$ cat config.mk
export PLATFORM = sky130hd
export DESIGN_NAME = wb_interconnect
export DESIGN_NICKNAME = d
export VERILOG_FILES = /design/src/verilog/wbi_pkg.sv /design/src/verilog/wb_interconnect.sv /design/src/verilog/wbi_master_port.sv /design/src/verilog/wbi_slave_port.sv /design/src/verilog/wbi_rr_arbiter.sv
export SDC_FILE = /design/constraint.sdc
export NUM_CORES = 1
export LEC_CHECK = 0
export BUFFER_PORTS_ARGS = -buffer_cell sky130_fd_sc_hd__buf_2
export CAP_MARGIN = 30
export CORE_AREA = 2 2 243 245
export CTS_CLUSTER_DIAMETER = 100
export DETAILED_ROUTE_END_ITERATION = 6
export DIE_AREA = 0 0 245 247
export GPL_TIMING_DRIVEN = 0
export SKIP_LAST_GASP = 1
export SYNTH_ARGS = -nofsm -noshare
export SYNTH_HDL_FRONTEND = slang
export SYNTH_SLANG_ARGS = --single-unit
$ cat constraint.sdc
create_clock -name clk_i -period 4.31 [get_ports clk_i]
set_input_delay 0.431 -clock clk_i [delete_from_list [all_inputs] [get_ports clk_i]]
set_output_delay 0.431 -clock clk_i [all_outputs]
set_load 0.02 [all_outputs]
$ cat src/verilog/wbi_pkg.sv
`default_nettype none

package wbi_pkg;

  // --------------------------------------------------------------------------
  // Bus geometry
  // --------------------------------------------------------------------------
  localparam int NUM_MASTERS = 3;
  localparam int NUM_SLAVES  = 3;
  localparam int DW          = 32;
  localparam int AW          = 32;
  localparam int SW          = 4;
  localparam int TID_W       = 2;

  // Target id, one per slave port
  typedef logic [TID_W-1:0] wbi_tid_t;

  // One bit per master, used for request and grant vectors
  typedef logic [NUM_MASTERS-1:0] wbi_mvec_t;

  localparam wbi_tid_t TGT_MEM    = 2'd0;
  localparam wbi_tid_t TGT_UART   = 2'd1;
  localparam wbi_tid_t TGT_PINMUX = 2'd2;

  // --------------------------------------------------------------------------
  // Memory map
  // --------------------------------------------------------------------------
  // Whole low 256MB region is external memory
  localparam logic [3:0]  REGION_MEM   = 4'h0;
  // 64KB pages in the 0x1xxx_xxxx space
  localparam logic [15:0] PAGE_MEM_REG = 16'h1000;
  localparam logic [15:0] PAGE_UART    = 16'h1001;
  localparam logic [15:0] PAGE_PINMUX  = 16'h1002;

  // Master side request, also what a target sees
  typedef struct packed {
    logic [DW-1:0] dat;
    logic [AW-1:0] adr;
    logic [SW-1:0] sel;
    logic          we;
    logic          cyc;
    logic          stb;
  } wbi_req_t;

  // Read data and ack back toward a master
  typedef struct packed {
    logic [DW-1:0] dat;
    logic          ack;
  } wbi_rsp_t;

  // Address seen as region nibble plus offset
  typedef struct packed {
    logic [3:0]    region;
    logic [AW-5:0] offset;
  } wbi_adr_rgn_t;

  // Address seen as 64KB page plus offset
  typedef struct packed {
    logic [AW/2-1:0] page;
    logic [AW/2-1:0] offset;
  } wbi_adr_pg_t;

  // Both views of one address word, the decoder uses each
  typedef union packed {
    wbi_adr_rgn_t rgn;
    wbi_adr_pg_t  pg;
  } wbi_adr_u;

endpackage

`default_nettype wire
$ cat src/verilog/wb_interconnect.sv
`timescale 1ns/1ps
`default_nettype none

module wb_interconnect (
  input  wire logic              clk_i,
  input  wire logic              rst_n_i,
  // Host, instruction fetch and data port in that order
  input  wire wbi_pkg::wbi_req_t m_req_i [wbi_pkg::NUM_MASTERS],
  output wbi_pkg::wbi_rsp_t      m_rsp_o [wbi_pkg::NUM_MASTERS],
  // Memory, UART cluster and pin-mux in that order
  output wbi_pkg::wbi_req_t      s_req_o [wbi_pkg::NUM_SLAVES],
  input  wire wbi_pkg::wbi_rsp_t s_rsp_i [wbi_pkg::NUM_SLAVES]
);

  // --------------------------------------------------------------------------
  // Crossing wires
  // --------------------------------------------------------------------------
  // Request bits, indexed by master then by target
  wbi_pkg::wbi_mvec_t      mst_bits [wbi_pkg::NUM_MASTERS];
  // Same bits regrouped by target then by master
  wire wbi_pkg::wbi_mvec_t slv_bits [wbi_pkg::NUM_SLAVES];

  // Gated responses as produced, by target then master
  wbi_pkg::wbi_rsp_t       slv_rsp [wbi_pkg::NUM_SLAVES][wbi_pkg::NUM_MASTERS];
  // And as consumed, by master then target
  wire wbi_pkg::wbi_rsp_t  mst_rsp [wbi_pkg::NUM_MASTERS][wbi_pkg::NUM_SLAVES];

  // Transpose between the master and target views
  for (genvar s = 0; s < wbi_pkg::NUM_SLAVES; s++) begin : gen_xs
    for (genvar m = 0; m < wbi_pkg::NUM_MASTERS; m++) begin : gen_xm
      assign slv_bits[s][m] = mst_bits[m][s];
      assign mst_rsp[m][s]  = slv_rsp[s][m];
    end
  end

  // --------------------------------------------------------------------------
  // Master side
  // --------------------------------------------------------------------------
  for (genvar m = 0; m < wbi_pkg::NUM_MASTERS; m++) begin : gen_mst
    wbi_master_port u_mst (
      .req_i     (m_req_i[m]),
      .slv_req_o (mst_bits[m]),
      .slv_rsp_i (mst_rsp[m]),
      .rsp_o     (m_rsp_o[m])
    );
  end

  // --------------------------------------------------------------------------
  // Target side
  // --------------------------------------------------------------------------
  for (genvar s = 0; s < wbi_pkg::NUM_SLAVES; s++) begin : gen_slv
    // Each target runs its own arbitration
    wbi_slave_port u_slv (
      .clk_i      (clk_i),
      .rst_n_i    (rst_n_i),
      .mst_req_i  (m_req_i),
      .req_bits_i (slv_bits[s]),
      .req_o      (s_req_o[s]),
      .rsp_i      (s_rsp_i[s]),
      .mst_rsp_o  (slv_rsp[s])
    );
  end

endmodule

`default_nettype wire

$ cat src/verilog/wbi_master_port.sv
`timescale 1ns/1ps
`default_nettype none

module wbi_master_port (
  input  wire wbi_pkg::wbi_req_t  req_i,
  // One bit per target, at most one raised
  output wbi_pkg::wbi_mvec_t      slv_req_o,
  // Per target responses, already gated for this master
  input  wire wbi_pkg::wbi_rsp_t  slv_rsp_i [wbi_pkg::NUM_SLAVES],
  output wbi_pkg::wbi_rsp_t       rsp_o
);

  wbi_pkg::wbi_adr_u adr;
  wbi_pkg::wbi_tid_t tid;

  assign adr = req_i.adr;

  // --------------------------------------------------------------------------
  // Address decode
  // --------------------------------------------------------------------------
  always_comb begin
    if (adr.rgn.region == wbi_pkg::REGION_MEM) begin
      // Flash window
      tid = wbi_pkg::TGT_MEM;
    end else if (adr.pg.page == wbi_pkg::PAGE_MEM_REG) begin
      // Memory controller registers sit on the memory port
      tid = wbi_pkg::TGT_MEM;
    end else if (adr.pg.page == wbi_pkg::PAGE_UART) begin
      tid = wbi_pkg::TGT_UART;
    end else if (adr.pg.page == wbi_pkg::PAGE_PINMUX) begin
      tid = wbi_pkg::TGT_PINMUX;
    end else begin
      // Holes in the map fall back to memory
      tid = wbi_pkg::TGT_MEM;
    end
  end

  // Raise the bit of the decoded target while a transfer is live
  always_comb begin
    slv_req_o      = '0;
    slv_req_o[tid] = req_i.cyc & req_i.stb;
    assert ($onehot0(slv_req_o) && ((|slv_req_o) == (req_i.cyc & req_i.stb)))
      else $error("wbi_master_port: request vector not one-hot or zero");
  end

  // Same id picks the response, so a stray ack elsewhere is ignored
  assign rsp_o = slv_rsp_i[tid];

endmodule

`default_nettype wire

$ cat src/verilog/wbi_slave_port.sv
`timescale 1ns/1ps
`default_nettype none

module wbi_slave_port (
  input  wire logic               clk_i,
  input  wire logic               rst_n_i,
  // Only the owner's raw request is forwarded
  input  wire wbi_pkg::wbi_req_t  mst_req_i [wbi_pkg::NUM_MASTERS],
  // Which masters currently address this target
  input  wire wbi_pkg::wbi_mvec_t req_bits_i,
  output wbi_pkg::wbi_req_t       req_o,
  input  wire wbi_pkg::wbi_rsp_t  rsp_i,
  output wbi_pkg::wbi_rsp_t       mst_rsp_o [wbi_pkg::NUM_MASTERS]
);

  wbi_pkg::wbi_mvec_t gnt;

  // --------------------------------------------------------------------------
  // Ownership
  // --------------------------------------------------------------------------
  wbi_rr_arbiter u_arb (
    .clk_i   (clk_i),
    .rst_n_i (rst_n_i),
    .req_i   (req_bits_i),
    .gnt_o   (gnt)
  );

  // --------------------------------------------------------------------------
  // Request path toward the target
  // --------------------------------------------------------------------------
  always_comb begin
    // Idle bus when nobody owns the port
    req_o = '0;
    for (int m = 0; m < wbi_pkg::NUM_MASTERS; m++) begin
      if (gnt[m]) begin
        // Owner's request passes through untouched
        req_o = mst_req_i[m];
      end
    end
  end

  // --------------------------------------------------------------------------
  // Response path back to the masters
  // --------------------------------------------------------------------------
  always_comb begin
    for (int m = 0; m < wbi_pkg::NUM_MASTERS; m++) begin
      // Read data fans out unqualified
      mst_rsp_o[m].dat = rsp_i.dat;
      // Only the owner may see the ack
      mst_rsp_o[m].ack = rsp_i.ack & gnt[m];
    end
  end

  // Target never sees a strobe outside a cycle
  stb_in_cyc_a : assert property (@(posedge clk_i) disable iff (!rst_n_i)
    req_o.stb |-> req_o.cyc);

  // Ack relies on the target only answering an active strobe
  for (genvar m = 0; m < wbi_pkg::NUM_MASTERS; m++) begin : gen_ack_chk
    ack_in_cyc_a : assert property (@(posedge clk_i) disable iff (!rst_n_i)
      mst_rsp_o[m].ack |-> mst_req_i[m].cyc);
  end

endmodule

`default_nettype wire

$ cat src/verilog/wbi_rr_arbiter.sv
`timescale 1ns/1ps
`default_nettype none

module wbi_rr_arbiter (
  input  wire logic               clk_i,
  input  wire logic               rst_n_i,
  input  wire wbi_pkg::wbi_mvec_t req_i,
  output wbi_pkg::wbi_mvec_t      gnt_o
);

  wbi_pkg::wbi_mvec_t gnt_q;
  wbi_pkg::wbi_mvec_t gnt_d;
  // Index of the master that owned the port most recently
  logic [$clog2(wbi_pkg::NUM_MASTERS)-1:0] last_q;
  logic [$clog2(wbi_pkg::NUM_MASTERS)-1:0] last_d;
  logic                                    owner_busy;

  // Owner still holding its request keeps the port
  assign owner_busy = |(gnt_q & req_i);

  // --------------------------------------------------------------------------
  // Next owner search
  // --------------------------------------------------------------------------
  always_comb begin
    int   idx;
    logic found;
    gnt_d  = gnt_q;
    last_d = last_q;
    found  = 1'b0;
    idx    = 0;
    if (!owner_busy) begin
      // Port free or owner released, rescan
      gnt_d = '0;
      // Start one past the last owner, wrap around
      for (int off = 1; off <= wbi_pkg::NUM_MASTERS; off++) begin
        idx = (int'(last_q) + off) % wbi_pkg::NUM_MASTERS;
        if (!found && req_i[idx]) begin
          found      = 1'b1;
          gnt_d[idx] = 1'b1;
          last_d     = idx[$bits(last_d)-1:0];
        end
      end
    end
  end

  always_ff @(posedge clk_i) begin
    if (!rst_n_i) begin
      gnt_q  <= '0;
      // Pointer parked on the last master so master 0 goes first
      last_q <= $bits(last_q)'(wbi_pkg::NUM_MASTERS - 1);
    end else begin
      gnt_q  <= gnt_d;
      last_q <= last_d;
    end
  end

  assign gnt_o = gnt_q;

  // At most one owner per target
  gnt_onehot_a : assert property (@(posedge clk_i) disable iff (!rst_n_i)
    $onehot0(gnt_o));

  // Grant only ever lands on a master that was requesting one edge earlier
  gnt_req_a : assert property (@(posedge clk_i) disable iff (!rst_n_i)
    |gnt_o |-> ((gnt_o & $past(req_i)) == gnt_o));

endmodule

`default_nettype wire

==> results of run 1 <==
## logic make-up after synthesis
group	synth area share [%]
compound gates	55.2
simple gates	30.7
buf+inv	7.54
flops	4.03
fa+ha+maj	2.02
mux	0.403
xor+xnor	0.118
## per-stage QoR
| step | instances | util [%] | setup TNS, ns | setup WS (ns) |
|---|---|---|---|---|
| floorplan | 1338 | - | 0 | 1.75 |
| global placement | 2736 | 19.8 | -0.791 | -0.0964 |
| detailed placement | 2747 | 20.1 | 0 | 0.246 |
| CTS | 2751 | 20.2 | 0 | 0.244 |
| global route | 2759 | 20.2 | 0 | 0.0464 |
| finish | 2762 | 20.3 | 0 | 0.278 |
## cell type report
class / count / area share, %
buffer: 137 / 4.38
multi-input combinational: 1174 / 55.9
timing repair buffer: 636 / 27.7
clock inverter: 1 / 0.0424
clock buffer: 3 / 0.637
antenna: 11 / 0.233
sequential: 15 / 2.55
inverter: 12 / 0.382
tap: 773 / 8.20
## cell usage after synthesis (3+ instances only)
| cell type | count |
|---|---|
| nand2_1 | 418 |
| a22oi_1 | 311 |
| o21ai_0 | 234 |
| clkbuf_1 | 128 |
| a21oi_1 | 21 |
| nor2_1 | 21 |
| nand3_1 | 18 |
| dfxtp_1 | 15 |
| ha_1 | 12 |
| inv_1 | 12 |
| and2_1 | 8 |
| nand2b_1 | 8 |
| and3_1 | 7 |
| buf_1 | 7 |
| nor3_1 | 7 |
| nor4_1 | 6 |
| a21o_1 | 5 |
| nand4_1 | 5 |
| o211ai_1 | 5 |
| or3_1 | 5 |
| a31oi_1 | 4 |
| nor2b_1 | 4 |
| o21ai_1 | 4 |
| a211oi_1 | 3 |
| a32oi_1 | 3 |
| mux2i_1 | 3 |
| nand3b_1 | 3 |
| nand4b_1 | 3 |
| nor4b_1 | 3 |
| o21a_1 | 3 |
| or2_2 | 3 |
## worst register-to-register path, stage by stage (launching register included)
cell      delay [ns]
dfxtp_1         0.38
inv_1           0.09
ha_1            0.28
clkbuf_1        0.29
o31ai_1         0.22
and3_1          0.27
o311ai_0        0.32
a21oi_1         0.10
a31o_2          0.22
## power by group through the flow
stage / logic [W] / clock network (W) / registers, W
global placement: 0.00319 / 0 / 0.000197
finish: 0.00331 / 0.000192 / 0.000195
floorplan: 0.00177 / 0 / 0.000187
detailed placement: 0.00323 / 0 / 0.000199
CTS: 0.00324 / 0.000190 / 0.000196
global route: 0.00351 / 0.000197 / 0.000200
## worst max path at each step
stage	slack, ns	from	to
after global routing	0.05	m_req_i[99]	m_rsp_o[59]
after floorplan	1.75	m_req_i[176]	m_rsp_o[68]
final	0.28	m_req_i[99]	m_rsp_o[59]
after global placement	-0.1	m_req_i[109]	m_rsp_o[59]
after CTS	0.24	m_req_i[99]	m_rsp_o[59]
after detailed placement	0.25	m_req_i[99]	m_rsp_o[59]
## routing by layer
metal  share of wire [%]  GRT usage [%]  up-vias
met5                0.11              0        -
met4                 5.0           9.02       12
met3                 9.0           4.97      203
met2                  47           37.8     1055
met1                  39           25.9     6708
li1                    -              -     6297
## state kept, by name, indices dropped and copies added, names as in the netlist
| name | flops |
|---|---|
| gen_slv.u_slv.u_arb.gnt_o | 9 |
| gen_slv.u_slv.u_arb.last_q | 6 |
==> run_results.csv, run 1 <==
group,metric,value,unit
outcome,status,"completed",
synthesis,seq_area_frac_synth,4.03,%
sta,whs,0.503,ns
placed_design,port_buffers,625,
synthesis,synth_flop_cell,"dfxtp_1",
sta,rsz0062_at_grt,"no",
worst_setup_path,crit_type,"in2out",
sta,slew_violations,0,
cells_and_area,mostFrequentLayoutCells,"628 x buf_2, 418 x nand2_1, 311 x a22oi_1, 234 x o21ai_0, 128 x clkbuf_1",
global_route,grt_pass1_wl,96200,um
synthesis,ys_warn_count,0,
synthesis,yosys.area.top_type,"a22oi_1",
cells_and_area,final_nets,2305,
worst_hold_path,min_to,"gen_slv[1].u_slv.u_arb.last_q[0]$_SDFFE_PN0P_",
floorplan,die_area,60500,sq um
floorplan,dieHeight,247,um
clock_tree,cts_root_buffer,"clkbuf_16",
worst_setup_path,cp_top_family,"simple AND/OR/NAND/NOR gates",
placed_design,dp_hpwl,59200,um
clock_tree,numCtsBuffers,3,
power,p_leak,5.28,nW
clock_tree,post_cts_resized,0,
power,p_per_area,313,nW/um^2
power,pwr-share-seq,5.3,%
cells_and_area,register_area,300,sq um
worst_hold_path,hold_depth,2,
clock_tree,cts_buffer_depth,2,
sta,worst_slew_pin_slew,0.984,ns
cells_and_area,syn2layout_area_growth,58.3,%
floorplan,placementRows,89,
worst_setup_path,cp.depth,8,
cells_and_area,drive_gt1_share,33.6,%
cells_and_area,fillers,6809,
sta,fmax,248,MHz
route,drc_errors,0,
sta,finalClockSkew,0.00150,ns
placed_design,gp_congestion,0.988,
floorplan,initial_core_util,12.8,%
worst_setup_path,critical_path.most_common_cell,"buf_2",
worst_setup_path,r2r-start,"gen_slv[2].u_slv.u_arb.last_q[0]$_SDFFE_PN0P_",
power,vdd_ir_drop_max,0.155,mV
worst_setup_path,crit_fanout,10,
clock_tree,post_cts_buffers,0,
route,vias,14300,
sta,relSlewSlack,34.4,%
route,drt-pass1-iter-count,6,
cells_and_area,multi_input_area,6590,sq um
sta,finalSetupViolations,0,
worst_setup_path,end_kind,"output pin",
route,wire_per_inst,25.8,um
route,wirelength,71300,um
floorplan,fp.coreArea,58200,sq um
global_route,grt_max_degree,11,
job,cap_violations,0,
cells_and_area,final_common_cell,"buf_2",
clock_tree,cts_tree,"yes",
route,avgViaCountPerCell,5.17,
power,p_sw,0.00242,W
synthesis,syn_nets,1664,
clock_tree,clkTransAtPathRegs,0.05,ns
worst_setup_path,crit_chain,"buf_2, nor4_1, nand4_1, nor2_1, clkbuf_1, a22oi_1, nand2_1, buf_2",
power,pwr-share-comb,89.5,%
floorplan,die_w,245,um
synthesis,syn_area,7450,sq um
cells_and_area,fin_area,11800,sq um
synthesis,ys_ff_latch,15,
synthesis,synth_edf_count,0,
worst_setup_path,crit_buf_inv,3,
worst_setup_path,crit_slowest_cell,"nor2_1",
worst_setup_path,rr_worst_depth,8,
synthesis,synth_top_area_share,31.3,%
synthesis,async_flop_share,0,%
synthesis,ys_top_cells_by_area,"a22oi_1 31%, nand2_1 21%, o21ai_0 16%",
worst_setup_path,r2r-end,"gen_slv[2].u_slv.u_arb.last_q[0]$_SDFFE_PN0P_",
power,total_power,0.00369,W
worst_hold_path,worst_hold_path_type,"reg2reg",
synthesis,syn_inst,1338,
synthesis,avgSynthCellArea,5.57,sq um
sta,period_share,93.6,%
sta,min_period,4.03,ns
clock_tree,hold_buffers,0,
worst_setup_path,critPathMaxStageDelay,0.77,ns
power,cellInternalPower,0.00127,W
placed_design,placed_area,11700,sq um
power,clkPwrFrac,5.2,%
worst_setup_path,cp.arrival,3.60,ns
global_route,grtUsageTotal,21.9,%
global_route,overflow,0,
route,drt_iter0_drc,1326,
global_route,antenna_found_initial,27,
worst_setup_path,worstPathRequired,3.88,ns
global_route,grt_pass1_vias,13000,
route,drtAntennaViolNets,0,
clock_tree,clock-sinks,15,
clock_tree,htree_levels,1,
worst_hold_path,hold_start,"gen_slv[1].u_slv.u_arb.last_q[0]$_SDFFE_PN0P_",
worst_setup_path,regToRegSetupSlack,2.04,ns
clock_tree,clk_latency,0.25,ns
power,swShare,65.5,%
synthesis,yosysUniqueCellTypes,68,
floorplan,io_pins,626,
worst_setup_path,cp-start-kind,"primary input",
sta,finalHoldViolCount,0,
Power figures use the tool's default switching activity.
==> run 2, diff against run 1 <==
Settings changed: CORE_AREA 2 2 243 245 to 2 2 246 248, DIE_AREA 0 0 245 247 to 0 0 248 250.
==> run 2 against run 1 <==
Effect of this change:
- the flow now finishes with violations (design-rule violations)
- final cell count is 0.40% higher
- maximum frequency rose by 1.0%
- critical path depth unchanged
- clock skew rose by 0.0016 ns
==> run_results.csv, run 2 (synthesis results as in run 1) <==
group,metric,value,unit
sta,finalClockSkew,0.00315,ns
clock_tree,post_cts_buffers,0,
cells_and_area,multi_input_area,6590,sq um
clock_tree,hold_buffers,0,
outcome,status,"finished with violations",
cells_and_area,fillers,7041,
cells_and_area,mostFrequentLayoutCells,"627 x buf_2, 418 x nand2_1, 311 x a22oi_1, 234 x o21ai_0, 129 x clkbuf_1",
floorplan,io_pins,626,
sta,finalSetupViolations,0,
worst_setup_path,end_kind,"output pin",
worst_setup_path,crit_fanout,10,
cells_and_area,largest_reg_flops,9,
placed_design,port_buffers,625,
worst_setup_path,cp.arrival,3.56,ns
global_route,grt_max_degree,11,
route,wire_per_inst,26.4,um
power,p_per_area,314,nW/um^2
clock_tree,post_cts_resized,0,
placed_design,gp_congestion,0.982,
route,wl_met3,6580,um
global_route,grt_pass1_wl,98100,um
clock_tree,cts_root_buffer,"clkbuf_16",
global_route,grt_pass1_vias,13300,
cells_and_area,drive_gt1_share,33.5,%
route,avgViaCountPerCell,5.08,
placed_design,dp_hpwl,61400,um
worst_setup_path,rr_worst_depth,5,
global_route,antenna_found_initial,32,
global_route,overflow,0,
cells_and_area,finalNonFillerCells,2773,
floorplan,initial_core_util,12.5,%
sta,slew_violations,0,
clock_tree,cts_tree,"yes",
sta,finalHoldViolCount,0,
worst_hold_path,worst_hold_path_type,"reg2reg",
route,met2_length,35000,um
route,vias,14100,
clock_tree,clock-sinks,15,
route,top_layer_used,"met5",
sta,worst_slew_pin_slew,1.01,ns
route,drt-pass1-iter-count,7,
power,vdd_ir_drop_max,0.232,mV
clock_tree,clkTransAtPathRegs,0.05,ns
sta,relSlewSlack,32.6,%
worst_hold_path,hold_depth,2,
cells_and_area,register_area,300,sq um
power,p_leak,5.26,nW
sta,fmax,251,MHz
floorplan,die_w,248,um
worst_hold_path,hold_start,"gen_slv[1].u_slv.u_arb.last_q[0]$_SDFFE_PN0P_",
worst_setup_path,regToRegSetupSlack,1.86,ns
cells_and_area,syn2layout_area_growth,58.1,%
worst_hold_path,min_to,"gen_slv[1].u_slv.u_arb.last_q[0]$_SDFFE_PN0P_",
clock_tree,clk_latency,0.25,ns
route,met1_length,28000,um
power,total_power,0.00370,W
job,cap_violations,0,
worst_setup_path,cp-start-kind,"primary input",
floorplan,die_area,62000,sq um
clock_tree,numCtsBuffers,3,
cells_and_area,final_nets,2302,
sta,whs,0.512,ns
route,drc_errors,1,
worst_setup_path,r2r-start,"gen_slv[1].u_slv.u_arb.gnt_o[2]$_SDFFE_PN0N_",
route,wirelength,73300,um
floorplan,placementRows,90,
worst_setup_path,r2r-end,"gen_slv[1].u_slv.u_arb.gnt_o[1]$_SDFFE_PN0N_",
floorplan,dieHeight,250,um
outcome,violations,"design-rule violations",
worst_setup_path,crit_type,"in2out",
sta,min_period,3.99,ns
clock_tree,htree_levels,1,
sta,rsz0062_at_grt,"no",
route,drtAntennaViolNets,0,
worst_setup_path,worstPathRequired,3.88,ns
route,drt_iter0_drc,1213,
clock_tree,cts_buffer_depth,2,
cells_and_area,final_common_cell,"buf_2",
floorplan,fp.coreArea,59600,sq um
placed_design,dp.cells,2753,
global_route,grtUsageTotal,22.0,%
sta,period_share,92.6,%
run 2: changes by cell type in the layout (fill, tap and decap cells not counted), moves of 2 or more:
cell	previous run	this run
buf_6	1	3
diode_2	11	16
nor2_2	0	2
nor2_1	21	19
buf_8	8	4
run 2: layout make-up:
cell class / count / area share (%)
inverter: 12 / 0.382
sequential: 15 / 2.55
timing repair buffer: 633 / 27.4
clock buffer: 4 / 0.669
buffer: 137 / 4.39
antenna: 16 / 0.340
tap: 782 / 8.31
multi-input combinational: 1174 / 56.0
run 2: worst max-delay path: stages:
cell,delay [ns]
buf_2,0.22
nor4b_1,0.73
nand4_1,0.40
nor2_1,0.83
clkbuf_1,0.50
nand2_1,0.10
nand2_1,0.15
buf_2,0.19
run 2: worst max path at each step:
stage	startpoint	to	slack [ns]	cells after the start
final	m_req_i[35]	m_rsp_o[12]	0.32	8
after floorplan	m_req_i[176]	m_rsp_o[68]	1.75	6
after detailed placement	m_req_i[109]	m_rsp_o[63]	0.20	9
after global placement	m_req_i[99]	m_rsp_o[35]	-0.22	9
after global routing	m_req_i[109]	m_rsp_o[55]	0.18	9
after CTS	m_req_i[109]	m_rsp_o[35]	0.21	9
run 2: metrics by stage:
| stage | TNS, ns | util [%] | instance area (sq um) | worst slack, ns |
|---|---|---|---|---|
| floorplan | 0 | - | 7450 | 1.75 |
| global placement | -4.12 | 19.4 | 11600 | -0.224 |
| detailed placement | 0 | 19.6 | 11700 | 0.201 |
| CTS | 0 | 19.7 | 11700 | 0.208 |
| global route | 0 | 19.8 | 11800 | 0.176 |
| finish | 0 | 19.8 | 11800 | 0.319 |
run 2: report_power, final:
| group | switching (W) | leakage, nW | internal (W) |
|---|---|---|---|
| Clock | 0.0000664 | 0.0383 | 0.000126 |
| Sequential | 0.0000266 | 0.122 | 0.000167 |
| Combinational | 0.00234 | 5.10 | 0.000974 |
| Total | 0.00243 | 5.26 | 0.00127 |
run 2: metal layers:
metal,up-vias,track usage (%)
li1,6288,-
met1,6556,25.6
met2,1042,38.6
met3,202,4.71
met4,4,9.14
met5,-,0
